`src/hdl/lpif_pkg.sv`:
```
package lpif_pkg;

  //////////////////////////////////////////////////
  // Layout constants
  //////////////////////////////////////////////////

  // Full PHY word for one x1 half-rate channel
  localparam int PHY_WIDTH = 80;

  // Flit carried inside the PHY word
  localparam int FLIT_WIDTH = 75;

  // Marker field, always zero here
  localparam logic [1:0] NO_MARKER_VALUE = 2'b00;

  // Width of the online and strobe delay settings
  localparam int DELAY_WIDTH = 16;

  //////////////////////////////////////////////////
  // Enums
  //////////////////////////////////////////////////

  // LPIF link state as carried in the flit
  typedef enum logic [3:0] {
    LPIF_RESET      = 4'b0000,
    LPIF_ACTIVE     = 4'b0001,
    LPIF_PMNAK      = 4'b0011,
    LPIF_L1         = 4'b0100,
    LPIF_L2         = 4'b1000,
    LPIF_LINK_RESET = 4'b1001,
    LPIF_LINK_ERROR = 4'b1010,
    LPIF_RETRAIN    = 4'b1011,
    LPIF_DISABLED   = 4'b1100
  } lpif_state_e;

  // Auto-sync phase per online flag
  typedef enum logic [1:0] {
    SYNC_OFFLINE  = 2'b00,
    SYNC_COUNTING = 2'b01,
    SYNC_ONLINE   = 2'b10
  } sync_state_e;

  //////////////////////////////////////////////////
  // Packed words
  //////////////////////////////////////////////////

  // Flit, MSB first
  typedef struct packed {
    lpif_state_e state;
    logic [1:0]  protid;
    logic [63:0] data;
    logic        dvalid;
    logic [1:0]  crc;
    logic        crc_valid;
    logic        valid;
  } lpif_flit_t;

  // PHY word, strobe lands on bit 0
  typedef struct packed {
    // Leftover bits above flit, marker and strobe
    logic [PHY_WIDTH-FLIT_WIDTH-4:0] spare;
    lpif_flit_t                      flit;
    logic [1:0]                      marker;
    logic                            strobe;
  } phy_word_t;

endpackage
```
`src/hdl/lpif_link_top.sv`:
```
`timescale 1ns/100ps

module lpif_link_top import lpif_pkg::*; (
  input  logic                   clk_wr,
  input  logic                   reset,

  // Online control
  input  logic                   tx_online,
  input  logic                   rx_online,

  // Delay settings, static while online
  input  logic [DELAY_WIDTH-1:0] delay_x_value,
  input  logic [DELAY_WIDTH-1:0] delay_y_value,
  input  logic [DELAY_WIDTH-1:0] delay_z_value,

  // User side
  input  lpif_flit_t             dstrm,
  output lpif_flit_t             ustrm,

  // PHY side
  input  phy_word_t              rx_phy0,
  output phy_word_t              tx_phy0
);

  //////////////////////////////////////////////////
  // Internal wires
  //////////////////////////////////////////////////

  logic       tx_online_delay;
  logic       rx_online_delay;
  logic       stb_userbit;
  // Flits between packer and concatenator
  lpif_flit_t tx_flit;
  lpif_flit_t rx_flit;

  //////////////////////////////////////////////////
  // Auto sync
  //////////////////////////////////////////////////

  link_auto_sync i_link_auto_sync (
    .clk_wr          (clk_wr),
    .reset           (reset),
    .tx_online       (tx_online),
    .rx_online       (rx_online),
    .delay_x_value   (delay_x_value),
    .delay_y_value   (delay_y_value),
    .delay_z_value   (delay_z_value),
    .tx_online_delay (tx_online_delay),
    .rx_online_delay (rx_online_delay),
    .stb_userbit     (stb_userbit)
  );

  //////////////////////////////////////////////////
  // User field packer
  //////////////////////////////////////////////////

  // FIFO and credit logic bypassed, flits go straight through
  lpif_field_pack i_lpif_field_pack (
    .clk_wr          (clk_wr),
    .reset           (reset),
    .rx_online_delay (rx_online_delay),
    .dstrm           (dstrm),
    .rx_flit         (rx_flit),
    .tx_flit         (tx_flit),
    .ustrm           (ustrm)
  );

  //////////////////////////////////////////////////
  // PHY concatenation
  //////////////////////////////////////////////////

  link_phy_concat i_link_phy_concat (
    .clk_wr          (clk_wr),
    .reset           (reset),
    .tx_online_delay (tx_online_delay),
    .stb_userbit     (stb_userbit),
    .tx_flit         (tx_flit),
    .rx_phy0         (rx_phy0),
    .tx_phy0         (tx_phy0),
    .rx_flit         (rx_flit)
  );

endmodule

```
`src/hdl/link_phy_concat.sv`:
```
`timescale 1ns/100ps

module link_phy_concat import lpif_pkg::*; (
  input  logic       clk_wr,
  input  logic       reset,
  input  logic       tx_online_delay,
  input  logic       stb_userbit,
  input  lpif_flit_t tx_flit,
  input  phy_word_t  rx_phy0,
  output phy_word_t  tx_phy0,
  output lpif_flit_t rx_flit
);

  // Next TX PHY word
  phy_word_t tx_word;

  //////////////////////////////////////////////////
  // TX concatenation
  //////////////////////////////////////////////////

  // Flit sits between marker and spare bits
  always_comb begin
    tx_word.spare  = '0;
    tx_word.flit   = tx_flit;
    // No marker generation on this channel
    tx_word.marker = NO_MARKER_VALUE;
    tx_word.strobe = stb_userbit;
  end

  always_ff @(posedge clk_wr) begin
    // Idle word while TX is offline
    if (reset || !tx_online_delay) begin
      tx_phy0 <= '0;
    end else begin
      tx_phy0 <= tx_word;
    end
  end

  //////////////////////////////////////////////////
  // RX extraction
  //////////////////////////////////////////////////

  // Strobe, marker and spare dropped here
  always_ff @(posedge clk_wr) begin
    rx_flit <= rx_phy0.flit;
    // Qualifiers cleared in reset
    if (reset) begin
      rx_flit.dvalid    <= 1'b0;
      rx_flit.crc_valid <= 1'b0;
      rx_flit.valid     <= 1'b0;
    end
  end

endmodule

```
`src/hdl/lpif_field_pack.sv`:
```
`timescale 1ns/100ps

module lpif_field_pack import lpif_pkg::*; (
  input  logic       clk_wr,
  input  logic       reset,
  input  logic       rx_online_delay,
  input  lpif_flit_t dstrm,
  input  lpif_flit_t rx_flit,
  output lpif_flit_t tx_flit,
  output lpif_flit_t ustrm
);

  //////////////////////////////////////////////////
  // TX packing
  //////////////////////////////////////////////////

  // Downstream fields into the flit once per cycle
  always_ff @(posedge clk_wr) begin
    // Payload fields
    tx_flit.state     <= dstrm.state;
    tx_flit.protid    <= dstrm.protid;
    tx_flit.data      <= dstrm.data;
    tx_flit.crc       <= dstrm.crc;
    // Qualifiers
    tx_flit.dvalid    <= dstrm.dvalid;
    tx_flit.crc_valid <= dstrm.crc_valid;
    tx_flit.valid     <= dstrm.valid;
    // No valid word leaves while in reset
    if (reset) begin
      tx_flit.dvalid    <= 1'b0;
      tx_flit.crc_valid <= 1'b0;
      tx_flit.valid     <= 1'b0;
    end
  end

  //////////////////////////////////////////////////
  // RX unpacking
  //////////////////////////////////////////////////

  // Upstream register
  always_ff @(posedge clk_wr) begin
    // Nothing stale reaches the user before RX is online
    if (reset || !rx_online_delay) begin
      ustrm <= '0;
    end else begin
      ustrm <= rx_flit;
    end
  end

endmodule

```
`src/hdl/link_auto_sync.sv`:
```
`timescale 1ns/100ps

module link_auto_sync import lpif_pkg::*; (
  input  logic                   clk_wr,
  input  logic                   reset,
  input  logic                   tx_online,
  input  logic                   rx_online,
  input  logic [DELAY_WIDTH-1:0] delay_x_value,
  input  logic [DELAY_WIDTH-1:0] delay_y_value,
  input  logic [DELAY_WIDTH-1:0] delay_z_value,
  output logic                   tx_online_delay,
  output logic                   rx_online_delay,
  output logic                   stb_userbit
);

  // Index 0 is the TX flag, index 1 the RX flag
  logic                   online_in [2];
  logic [DELAY_WIDTH-1:0] delay_in  [2];
  sync_state_e            state_q   [2];
  logic [DELAY_WIDTH-1:0] cnt_q     [2];

  // Strobe spacing counter
  logic [DELAY_WIDTH-1:0] stb_cnt_q;

  //////////////////////////////////////////////////
  // Online delay machines
  //////////////////////////////////////////////////

  // TX waits delay_z, RX waits delay_x
  assign online_in[0] = tx_online;
  assign online_in[1] = rx_online;
  assign delay_in[0]  = delay_z_value;
  assign delay_in[1]  = delay_x_value;

  always_ff @(posedge clk_wr) begin
    for (int i = 0; i < 2; i++) begin
      // Dropping the input restarts the whole delay
      if (reset || !online_in[i]) begin
        state_q[i] <= SYNC_OFFLINE;
        cnt_q[i]   <= '0;
      end else begin
        case (state_q[i])
          SYNC_OFFLINE: begin
            // Zero delay goes online on the sampling edge
            if (delay_in[i] == '0) begin
              state_q[i] <= SYNC_ONLINE;
            end else begin
              state_q[i] <= SYNC_COUNTING;
              // First edge already counts as one
              cnt_q[i]   <= delay_in[i] - DELAY_WIDTH'(1);
            end
          end
          SYNC_COUNTING: begin
            if (cnt_q[i] == '0) begin
              state_q[i] <= SYNC_ONLINE;
            end else begin
              cnt_q[i] <= cnt_q[i] - DELAY_WIDTH'(1);
            end
          end
          default: begin
            // Stay online until input drops
            state_q[i] <= SYNC_ONLINE;
          end
        endcase
      end
    end
  end

  // Flags straight off the state registers
  assign tx_online_delay = (state_q[0] == SYNC_ONLINE);
  assign rx_online_delay = (state_q[1] == SYNC_ONLINE);

  //////////////////////////////////////////////////
  // Strobe user bit
  //////////////////////////////////////////////////

  // Zero while offline, so the first online word strobes
  always_ff @(posedge clk_wr) begin
    if (reset || !tx_online_delay) begin
      stb_cnt_q <= '0;
    end else if (stb_cnt_q == '0) begin
      stb_cnt_q <= delay_y_value;
    end else begin
      stb_cnt_q <= stb_cnt_q - DELAY_WIDTH'(1);
    end
  end

  // delay_y of zero keeps the counter at zero, a persistent strobe
  assign stb_userbit = tx_online_delay && (stb_cnt_q == '0);

endmodule

```
`config.mk`:
```
export PLATFORM = sky130hd
export DESIGN_NAME = lpif_link_top
export DESIGN_NICKNAME = d
export VERILOG_FILES = /design/src/hdl/lpif_pkg.sv /design/src/hdl/lpif_link_top.sv /design/src/hdl/link_phy_concat.sv /design/src/hdl/lpif_field_pack.sv /design/src/hdl/link_auto_sync.sv
export SDC_FILE = /design/constraint.sdc
export NUM_CORES = 1
export LEC_CHECK = 0
export BUFFER_PORTS_ARGS = -buffer_cell sky130_fd_sc_hd__buf_2
export CAP_MARGIN = 20
export CORE_ASPECT_RATIO = 1.1
export CORE_MARGIN = 1
export CORE_UTILIZATION = 51
export CTS_BUF_LIST = sky130_fd_sc_hd__clkbuf_4
export DETAILED_ROUTE_END_ITERATION = 10
export PLACE_DENSITY = 0.8
export SYNTH_ARGS = -nofsm -noshare
export SYNTH_HDL_FRONTEND = slang
export SYNTH_SLANG_ARGS = --single-unit
```
`constraint.sdc`:
```
create_clock -name clk_wr -period 5.7 [get_ports clk_wr]
set_input_delay 1.71 -clock clk_wr [delete_from_list [all_inputs] [get_ports clk_wr]]
set_output_delay 1.71 -clock clk_wr [all_outputs]
set_load 0.005 [all_outputs]
```
==> Word-level counts from Yosys, hierarchy flattened <==
Memories as Yosys holds them, arrays and structs flattened.
Index checks and enable logic that the tools add are counted.
{ "totals": {"reg_bits": 317, "wordCells": 126, "ram_bits": 36, "n_memories": 2} }
{ "memory_table": {"columns": ["name", "depth", "width", "read_ports", "rd_ports_with_merged_regs", "wr", "line_no", "rtl"], "rows": [
  ["i_link_auto_sync.cnt_q", 2, 16, 2, 0, 2, "link_auto_sync.sv:20", "logic [DELAY_WIDTH-1:0] cnt_q [2];"],
  ["i_link_auto_sync.state_q", 2, 2, 2, 0, 2, "link_auto_sync.sv:19", "sync_state_e state_q [2];"]
]} }
{ "classes": {"n_eq_ne": 4, "add_sub_neg": 5, "n_mux": 55, "reduce_logical": 18, "n_bitwise": 12} }
{ "op_table": {"columns": ["operator", "count"], "rows": [
  ["$logic_not 16->1", 5],
  ["$mux 16", 5],
  ["$sub 16x1->16 const B", 5],
  ["$mux 1", 42],
  ["$mux 2", 8],
  ["$or 1x1->1", 12],
  ["$eq 2x1->1 const B", 2],
  ["$eq 2x2->1 const B", 2],
  ["$logic_not 1->1", 4],
  ["$logic_not 2->1", 2],
  ["$logic_or 1x1->1", 4],
  ["$reduce_or 2->1", 2],
  ["$logic_and 1x1->1", 1]
]} }

==> Depth between registers and ports, before layout <==
Gate-level depths: netlist of run 1.
{ "depth": {"depth_word": 9, "depth_mapped": 14, "mapped_depth_nobuf": 11} }

==> Hierarchy <==
A second synthesis of run 1 with hierarchy kept.
{ "unflattened": {"cells_unflattened": 866, "area_unflattened_um2": 11080.6} }
{ "modules_own_cells": {"columns": ["mod", "area_per_inst_um2", "seq_area_each_um2", "cells_each", "n_inst"], "rows": [
  ["link_phy_concat", 3861.2, 3022.9, 251, 1],
  ["lpif_field_pack", 3777.4, 3002.9, 244, 1],
  ["link_auto_sync", 3442.1, 1401.3, 371, 1]
]} }

==> Worst setup path before layout of run 1 <==
OpenSTA, ideal clock, no wires.
{ "synth_timing": {"path_type": "input port to flip-flop", "from": "in reset", "to": "mem i_link_auto_sync.cnt_q[1][14] (data pin)", "cell_stages": 13, "arrival_ps": 4703, "n_path_buf": 2, "setup_time_ps": 271, "slack_ps": 726, "required_time_ps": 5429, "cell_sequence": "clkbuf_1 nand2b_1 nor3b_1 o21a_4 inv_2 buf_4 mux2i_1 ha_1 or4b_2 nor4_1 nand2_1 xor2_1 o22ai_1"} }
{ "synth_rtl": {"columns": ["item", "line_no", "rtl"], "rows": [
  ["start, declared", "lpif_link_top.sv:5", "input logic reset,"],
  ["end, declared", "link_auto_sync.sv:20", null]
]} }

==> results of run 1 <==
cell type report:
cell class | count | share of cell area [%]
Clock inverter | 24 | 0.899
Inverter | 13 | 0.358
Multi-Input combinational cell | 459 | 21.8
Timing Repair Buffer | 361 | 13.4
Sequential cell | 353 | 54.4
Antenna cell | 3 | 0.0550
Clock buffer | 123 | 6.77
Tap cell | 252 | 2.31
cell families after synthesis:
| family | count (synthesis) | share of synthesized area (%) |
|---|---|---|
| AOI/OAI and AO/OA | 79 | 5.36 |
| xor gates and xnor gates | 53 | 4.37 |
| adders and majority gates | 6 | 0.707 |
| buffers and inverters | 56 | 2.25 |
| DFF | 353 | 70.0 |
| muxes | 3 | 0.283 |
| other | 1 | 0.0353 |
| and+or+nand+nor | 314 | 17.0 |
critical path: cells and delay by family, from the launching register on:
kind            cells  cell delay (ns)
compound gates      2             0.41
flops               1             0.41
fa+ha+maj           1             0.26
xor+xnor            1             0.15
buf+inv             2             0.46
simple gates        5             2.07
mux                 1             0.24
synth_stat cells (all sizes together) (12+ instances only):
master	count	share of area, %
dfxtp	317	60
xor2	24	2.0
clkbuf	34	1.2
nor2	48	1.7
nand2	23	0.81
edfxtp	36	10
nor4	13	0.77
and2	75	4.4
and3	76	4.5
inv	12	0.42
o22ai	23	1.4
nor3	22	1.1
a211oi	16	1.1
xnor2	29	2.4
metal layers:
metal | GRT usage, % | vias to the layer above
met5 | 0 | -
met4 | 7.95 | 4
met3 | 7.46 | 44
met2 | 41.3 | 287
met1 | 26.0 | 3564
li1 | - | 3830
metrics by stage:
stage                     setup WS [ns]  util [%]  hold WS [ns]
after floorplan                   0.726         -         0.406
after global placement            0.967      62.5         0.408
after detailed placement          0.842      62.5         0.410
after CTS                          1.41      67.7         0.363
after global routing               1.20      67.8         0.386
final                              1.42      67.8         0.380
sequential cells by signal, indices dropped and copies added, names as in the netlist:
name,count
i_link_auto_sync.state_q,4
i_link_phy_concat.tx_phy0,76
i_link_phy_concat.rx_flit,75
i_lpif_field_pack.ustrm,75
i_lpif_field_pack.tx_flit,75
i_link_auto_sync.cnt_q,32
i_link_auto_sync.stb_cnt_q,16
power groups by stage:
stage               Clock (mW)  Sequential, mW  Combinational (mW)
global placement             0            2.73               0.437
finish                    1.93            2.68               0.448
CTS                       2.00            2.68               0.450
detailed placement           0            2.74               0.446
floorplan                    0            2.73               0.281
global route              2.14            2.69               0.497
final timing paths:
path,start,to,slack (ns)
setup reg to reg,i_link_auto_sync.cnt_q[1][6],i_link_auto_sync.cnt_q[1][14],1.42
hold reg to reg,i_link_phy_concat.rx_flit[26],i_lpif_field_pack.ustrm[26],0.38
hold / removal,i_link_phy_concat.rx_flit[26],i_lpif_field_pack.ustrm[26],0.38
setup / recovery,i_link_auto_sync.cnt_q[1][6],i_link_auto_sync.cnt_q[1][14],1.42
==> out/qor.yml, run 1 <==
cts_resized: 0
place_inst: 1438
ir_drop_mv: 0.173
hold_buffers: 0
core_um2: 20100
critical-path-max-stage-delay_ns: 0.65
ant_nets: 0
cp_max_fo: 18
cts_tree: "yes"
final_cell_mix: "352 x buf_2, 317 x dfxtp_1, 123 x clkbuf_4"
p_leak_nw: 6.72
dr.first_iter.drc_count: 321
via_count: 7729
nets: 1486
hold_path_depth: 1
seq_area_frac_synth_pct: 70.0
pwr-share-comb_pct: 8.8
synthFlopType: "dfxtp_1"
min_path_type: "register to register"
postCtsSetupRepairBufs: 0
root_buffer: "clkbuf_4"
clk_pin_slew_ns: 0.06
power.total_mw: 5.07
switching_share_pct: 24.3
path_cells: "or4_1 > or3b_1 > o21a_4 > inv_2 > mux2i_1 > ha_1 > or4b_2 > nor4_1 > buf_4 > nand2_1 > xor2_1 > o22ai_1"
synth_edf_count: 36
crit_path_start_kind: "register"
port-buffer-count: 352
layout_min_cycle_time_ns: 4.28
setup_violations: 0
routed-wl-met2_mm: 12.9
grt_pass1_vias: 7470
fillers: 1526
gp_congestion: 0.820
drc: 0
cp_slowest_cell: "or4_1"
hpwl_mm: 17.8
synth_cell_type_count: 59
p_per_area_nw_per_um2: 371
min_period_over_period_pct: 75.1
cts_buffers: 85
syn2layout_area_growth_pct: 28.6
ios: 362
num_rows: 54
dieArea_um2: 21400
critPathKind: "register to register"
required_ns: 6.07
drt_wl_total_mm: 25.1
hold_violations: 0
finClkSkew_ns: 0.0575
synthCells: 865
place_area_um2: 12600
tns_ns: 0
dr.max_layer_used: "met5"
fmax_mhz: 234
fin_area_um2: 13600
dieWidth_um: 140
syn_avg_cell_area_um2: 12.3
slew_headroom_pct: 41.8
wl_per_cell_um: 15.8
grt_overflow_total: 0
insertion_delay_ns: 0.67
antenna_found_initial: 5
drive_above_1_share_pct: 37.7
clkSinkCount: 353
cp-end-kind: "register"
drtPass1Iterations: 4
die_h_um: 153
htree_levels: 3
grt_pass1_wl_mm: 38.7
multi_input_area_um2: 2970
drv_slew: 0
p_switching_mw: 1.23
grt_max_degree: 76
syn-cell-area_um2: 10600
maxCapViolations: 0
p_int_mw: 3.83
cp.arrival_ns: 4.65
clkPwrFrac_pct: 38.2
via_per_inst: 4.87
track_usage_pct: 23.2
ys_async_sr_fraction_pct: 0
dr_wl_met3_mm: 1.69
cts_buffer_depth: 3
wl_met1_mm: 10.0
rsz0062_at_grt: "false"
ff_latch_area_um2: 7430
seqPwrFrac_pct: 53.0
synth-seq-cells: 353
ys_warn_count: 0
start_util_pct: 52.7
layoutNonFillerInstCount: 1588
layout_commonest_cell: "buf_2"
r2r_cells: 12
status: "finished clean"
worst_slew_pin_slew_ns: 0.873
No activity file was read; power rests on OpenSTA's default activity.
==> run 2: changes to the inputs <==
ABC_AREA = 1   (was unset)
CORE_UTILIZATION = 47   (was 51)
PLACE_DENSITY = 0.77   (was 0.8)
clock period = 3.9 ns   (was 5.7 ns; I/O delays follow)
==> run 2 against run 1 <==
  * Clock skew shrank 0.0070 ns
  * First-iteration DRC count decreased by 2.8%
  * Synthesized area is 4.7% higher
  * Total power rose by 51%
  * Die area is 13% higher
  * Utilization decreased by 5.6 points
  * Register-to-register slack worse by 0.22 ns
  * Hold slack worse by 0.0016 ns
  * Synthesized cell count rose by 31%
  * Wire length rose by 2.7%
  * Global-route usage decreased by 2.1 points
  * Largest cell class unchanged
  * Largest power group unchanged
==> out/qor.yml, run 2 <==
r2r_cells: 15  # +3
fin_ws_ns: 1.20  # -0.221 ns
fmax_mhz: 370  # +58%
syn2layout_area_growth_pct: 28.8
antenna_found_initial: 3  # -2
grt_overflow_total: 0  # unchanged
synth_cell_type_count: 44  # -25%
cp_slowest_cell: "edfxtp_1"
ir_drop_mv: 0.263  # +52%
via_count: 8482  # +9.7%
gp_congestion: 0.872  # +6.3%
insertion_delay_ns: 0.69  # +0.02 ns
cts_resized: 0  # unchanged
synth_top_cell_by_area: "dfxtp_1"
layout_commonest_cell: "buf_2"
nets: 1765  # +19%
cp.arrival_ns: 3.11  # -1.54 ns
top_register: "i_link_phy_concat.tx_phy0"
cts_tree: "yes"
cp-end-kind: "register"
synth.most_common_cell: "dfxtp_1"
worst_slew_pin_slew_ns: 0.982  # +0.109 ns
synth-seq-cells: 353  # unchanged
clkSinkCount: 353  # unchanged
status: "finished clean"
grt_pass1_wl_mm: 39.8  # +2.8%
required_ns: 4.31  # -1.76 ns
syn-cell-area_um2: 11100  # +4.7%
hold_path_depth: 2  # +1
layout_min_cycle_time_ns: 2.70  # -1.58 ns
final_cell_mix: "352 x buf_2, 317 x dfxtp_1, 221 x nor2_1"
ant_nets: 0  # unchanged
wl_per_cell_um: 13.5  # -15%
clkPwrFrac_pct: 39.6  # +1.4 points
ys_async_sr_fraction_pct: 0  # unchanged
tns_ns: 0  # unchanged
dr.first_iter.drc_count: 312  # -2.8%
via_per_inst: 4.43  # -8.9%
crit_path_start_kind: "register"
synthFlopType: "dfxtp_1"
maxCapViolations: 0  # unchanged
drv_slew: 0  # unchanged
seq_area_frac_synth_pct: 66.8  # -3.1 points
dieWidth_um: 149  # +6.5%
drive_above_1_share_pct: 33.9  # -3.9 points
postCtsSetupRepairBufs: 0  # unchanged
clk_pin_slew_ns: 0.06  # about the same
die_h_um: 163  # +6.5%
p_per_area_nw_per_um2: 534  # +44%
dieArea_um2: 24300  # +13%
routed-wl-met2_mm: 13.3  # +3.1%
rsz0062_at_grt: "false"
switching_share_pct: 24.4  # about the same
path_cells: "nor2_1 > nand2_1 > nor2_1 > nand2_2 > nand2_4 > nand2_1 > o21ai_2 > ha_1 > nand3_2 > nor2_2 > inv_2 > nor2_4 > nand2_1 > nand2_1 > a21oi_1"
setup_violations: 0  # unchanged
pre_cts_slack_ns: 0.619  # -0.223 ns
cts_buffer_depth: 3  # unchanged
drt_wl_total_mm: 25.8  # +2.7%
synth_common_cells: "317 x dfxtp_1, 221 x nor2_1, 215 x inv_1, 90 x nand2_1, 39 x nand3_1"
largest_register_ffs: 76  # unchanged
start_util_pct: 48.3  # -4.4 points
finClkSkew_ns: 0.0506  # -0.00697 ns
grt_max_degree: 76  # unchanged
min_period_over_period_pct: 69.3  # -5.8 points
grt_pass1_vias: 8523  # +14%
htree_levels: 3  # unchanged
syn_avg_cell_area_um2: 9.82  # -20%
track_usage_pct: 21.1  # -2.1 points
slew_headroom_pct: 34.5  # -7.2 points
hold_buffers: 0  # unchanged
num_rows: 58  # +7.4%
core_um2: 23000  # +14%
critPathKind: "register to register"
synth_top_area_share_pct: 57.1  # -2.7 points
cp_max_fo: 23  # +5
p_int_mw: 5.78  # +51%
wl_met1_mm: 9.65  # -3.6%
drc: 0  # unchanged
hold_violations: 0  # unchanged
port-buffer-count: 352  # unchanged
p_leak_nw: 7.66  # +14%
seqPwrFrac_pct: 51.4  # -1.6 points
root_buffer: "clkbuf_4"
synthCells: 1132  # +31%
p_switching_mw: 1.86  # +51%
path_common_cell: "nand2_1"
drtPass1Iterations: 4  # unchanged
ys_warn_count: 0  # unchanged
min_path_type: "register to register"
cts_buffers: 87  # +2.4%
dr_wl_met3_mm: 2.12  # +25%
critical-path-max-stage-delay_ns: 0.42  # -0.23 ns
synth_edf_count: 36  # unchanged
synthTopCellsByArea: "dfxtp_1 57%, edfxtp_1 9.7%, nor2_1 7.5%"
ios: 362  # unchanged
dr.max_layer_used: "met4"
hpwl_mm: 18.7  # +4.8%
pwr-share-comb_pct: 9.0  # +0.2 points
==> run 2: path summary, 6_finish.rpt <==
path                                 start                       endpoint  slack [ns]
max reg2reg  i_link_auto_sync.cnt_q[1][11]  i_link_auto_sync.cnt_q[1][10]        1.20
max          i_link_auto_sync.cnt_q[1][11]  i_link_auto_sync.cnt_q[1][10]        1.20
min          i_lpif_field_pack.tx_flit[42]  i_link_phy_concat.tx_phy0[45]        0.38
min reg2reg  i_lpif_field_pack.tx_flit[42]  i_link_phy_concat.tx_phy0[45]        0.38
==> run 2: area by class of cell <==
cell class | instances | area, um^2
diodes | 4 | 10.0
clock buffers | 129 | 968
clock inverters | 18 | 156
fillers | 1876 | 8700
inverters | 218 | 823
multi-input cells | 533 | 2720
flip-flops and latches | 353 | 7430
well taps | 300 | 375
repair buffers | 359 | 1830
==> run 2: power groups by stage <==
stage | Combinational [mW] | Sequential, mW | Clock (mW)
after floorplan | 0.430 | 4.00 | 0
after global placement | 0.667 | 4.00 | 0
after detailed placement | 0.686 | 4.00 | 0
after CTS | 0.693 | 3.93 | 3.14
after global routing | 0.777 | 3.94 | 3.35
final | 0.690 | 3.93 | 3.03
==> run 2: through the flow <==
step | util (%) | hold slack [ns] | instance area, um^2 | cells | power, mW
2_1_floorplan | - | 0.394 | 11100 | 1135 | 4.43
6_report | 62.2 | 0.378 | 14300 | 1914 | 7.64
3_3_place_gp | 57.3 | 0.394 | 13200 | 1763 | 4.66
5_1_grt | 62.2 | 0.387 | 14300 | 1912 | 8.06
3_5_place_dp | 57.3 | 0.398 | 13200 | 1763 | 4.69
4_1_cts | 62.2 | 0.379 | 14300 | 1910 | 7.76
==> run 2: cells by family after synthesis <==
| kind of cell | share of synthesized area [%] |
|---|---|
| simple gates | 17.6 |
| flops | 66.8 |
| buf+inv | 8.87 |
| compound gates | 3.41 |
| xor+xnor | 2.52 |
| fa+ha+maj | 0.676 |
| other cells | 0.0338 |
==> run 2: worst max-delay path: cells and delay by family, from the launching register on <==
| family | cells | cell delay [ns] |
|---|---|---|
| AOI/OAI and AO/OA | 2 | 0.17 |
| DFF | 1 | 0.42 |
| adders and majority gates | 1 | 0.22 |
| buffers and inverters | 1 | 0.09 |
| and+or+nand+nor | 11 | 1.53 |
==> run 2: layer usage <==
metal / up-vias / global-route usage (%)
li1: 4297 / -
met1: 3816 / 21.8
met4: 0 / 10.3
met5: - / 0
met3: 52 / 6.96
met2: 317 / 37.9
==> run 3: changes to the inputs <==
CORE_UTILIZATION = 52   (was 47)
PLACE_DENSITY = 0.81   (was 0.77)
clock period = 2.8 ns   (was 3.9 ns; I/O delays follow)
==> run 3 against run 2 <==
  * Worst setup slack worse by 0.96 ns
  * Sequential share of layout area is 0.44 points lower
  * Hold slack worse by 0.17 ns
  * Critical path type unchanged
  * Final cell count is 0.31% higher
  * Utilization is 7.2 points higher
  * Critical path depth is 2 lower
  * Global-route usage is 4.0 points higher
  * Register-to-register slack worse by 0.96 ns
  * Clock skew is 0.021 ns higher
  * Combinational power is 43% higher
  * Die area is 9.5% lower
==> out/qor.yml, run 3 (synthesis results as in run 2) <==
hold_buffers: 0  # unchanged
syn2layout_area_growth_pct: 29.9
worst_slew_pin_slew_ns: 0.585  # -0.397 ns
die_h_um: 155  # -4.9%
clkSinkCount: 353  # unchanged
hold_violations: 0  # unchanged
fin_ws_ns: 0.242  # -0.956 ns
drv_slew: 0  # unchanged
drtPass1Iterations: 4  # unchanged
utilization_pct: 69.4  # +7.2 points
p_int_mw: 8.07  # +40%
postCtsSetupRepairBufs: 0  # unchanged
cp-end-kind: "register"
grt.busiest_layer: "met2"
clk_pin_slew_ns: 0.09  # +0.03 ns
start_util_pct: 53.5  # +5.2 points
globalRouteMet3Util_pct: 9.30  # +2.3 points
crit_path_start_kind: "register"
use_met2_pct: 44.4  # +6.5 points
drc: 0  # unchanged
setup_violations: 0  # unchanged
maxCapViolations: 0  # unchanged
grt_pass1_wl_mm: 42.6  # +7.1%
ios: 362  # unchanged
cp_max_fo: 16  # -30%
largest_register_ffs: 76  # unchanged
grt_use_met1_pct: 25.4  # +3.6 points
drt_wl_total_mm: 27.9  # +8.4%
pre_cts_slack_ns: 0.0915  # -0.528 ns
root_buffer: "clkbuf_4"
pwr-share-comb_pct: 9.1  # about the same
track_usage_pct: 25.1  # +4.0 points
r2r_slack_ns: 0.24  # -0.96 ns
finClkSkew_ns: 0.0720  # +0.0214 ns
ant_nets: 0  # unchanged
cts_buffer_depth: 3  # unchanged
critPathKind: "register to register"
drive_above_1_share_pct: 34.2  # +0.34 points
fillers: 1576  # -16%
wl_per_cell_um: 14.6  # +8.1%
p_leak_nw: 7.74  # +1.0%
insertion_delay_ns: 0.71  # +0.02 ns
cts_tree: "yes"
rsz0062_at_grt: "false"
grt_max_degree: 56  # -26%
status: "finished clean"
min_path_type: "primary input to register"
via_per_inst: 4.48  # +1.2%
slew_headroom_pct: 60.7  # +26 points
min_period_over_period_pct: 91.4  # +22 points
top_register: "i_link_phy_concat.tx_phy0"
dieWidth_um: 141  # -4.9%
p_switching_mw: 2.72  # +46%
ir_drop_mv: 0.478  # +82%
power.total_mw: 10.8  # +41%
switching_share_pct: 25.2  # +0.87 points
p_per_area_nw_per_um2: 748  # +40%
layout_commonest_cell: "buf_2"
hpwl_mm: 19.2  # +2.7%
clkPwrFrac_pct: 40.2  # +0.6 points
grt_overflow_total: 0  # unchanged
antenna_found_initial: 7  # +4
gp_congestion: 0.896  # +2.8%
seqPwrFrac_pct: 50.7  # -0.7 points
dr.first_iter.drc_count: 326  # +4.5%
cts_buffers: 85  # -2.3%
required_ns: 3.20  # -1.11 ns
layout_min_cycle_time_ns: 2.56  # -0.144 ns
num_rows: 55  # -5.2%
nets: 1774  # +0.51%
via_count: 8611  # +1.5%
cts_resized: 0  # unchanged
tns_ns: 0  # unchanged
cp.arrival_ns: 2.96  # -0.15 ns
grt_pass1_vias: 8738  # +2.5%
dieArea_um2: 22000  # -9.5%
fmax_mhz: 391  # +5.6%
core_um2: 20800  # -9.7%
final_cell_mix: "352 x buf_2, 317 x dfxtp_1, 221 x nor2_1"
port-buffer-count: 352  # unchanged
htree_levels: 3  # unchanged
## run 3: through the flow
step           area [um^2]  std cells  hold slack, ns
2_1_floorplan        11100       1135           0.394
3_3_place_gp         13300       1759           0.394
3_5_place_dp         13300       1759           0.397
4_1_cts              14400       1914           0.140
5_1_grt              14400       1920           0.132
6_report             14400       1920           0.213
## run 3: final cells by class
type	instances	area, um^2	area share (%)
Antenna cell	6	15.0	0.104
Clock buffer	128	961	6.66
Clock inverter	27	193	1.34
Inverter	218	823	5.70
Multi-Input combinational cell	533	2720	18.9
Sequential cell	353	7430	51.5
Tap cell	285	357	2.47
Timing Repair Buffer	370	1930	13.4
## run 3: power groups by stage
stage	Combinational, mW	Sequential (mW)	Clock [mW]
final	0.987	5.47	4.33
after global routing	1.10	5.49	4.77
after CTS	0.987	5.47	4.46
after detailed placement	0.970	5.58	0
after global placement	0.945	5.57	0
after floorplan	0.600	5.56	0
## run 3: per-layer routing
layer | up-vias | share of wire (%)
li1 | 4324 | -
met1 | 3881 | 37
met2 | 333 | 51
met3 | 69 | 8.8
met4 | 4 | 3.8
met5 | - | 0.093
## run 3: worst paths after layout
check	startpoint	endpoint	cells after the start
max reg2reg	i_link_auto_sync.cnt_q[1][11]	i_link_auto_sync.cnt_q[1][8]	13
max	i_link_auto_sync.cnt_q[1][11]	i_link_auto_sync.cnt_q[1][8]	13
min	rx_phy0[66]	i_link_phy_concat.rx_flit[63]	1
min reg2reg	i_link_phy_concat.rx_flit[12]	i_lpif_field_pack.ustrm[12]	2
## run 3: critical path: stages (launching register included)
cell	delay (ns)
edfxtp_1	0.42
nor2_1	0.13
nand2_1	0.07
nor2_1	0.13
nand2_2	0.25
nand2_4	0.23
nand2_1	0.08
nand2_1	0.12
ha_1	0.20
nand3_2	0.09
nor2_2	0.16
inv_2	0.09
o21ai_0	0.21
a21oi_1	0.10
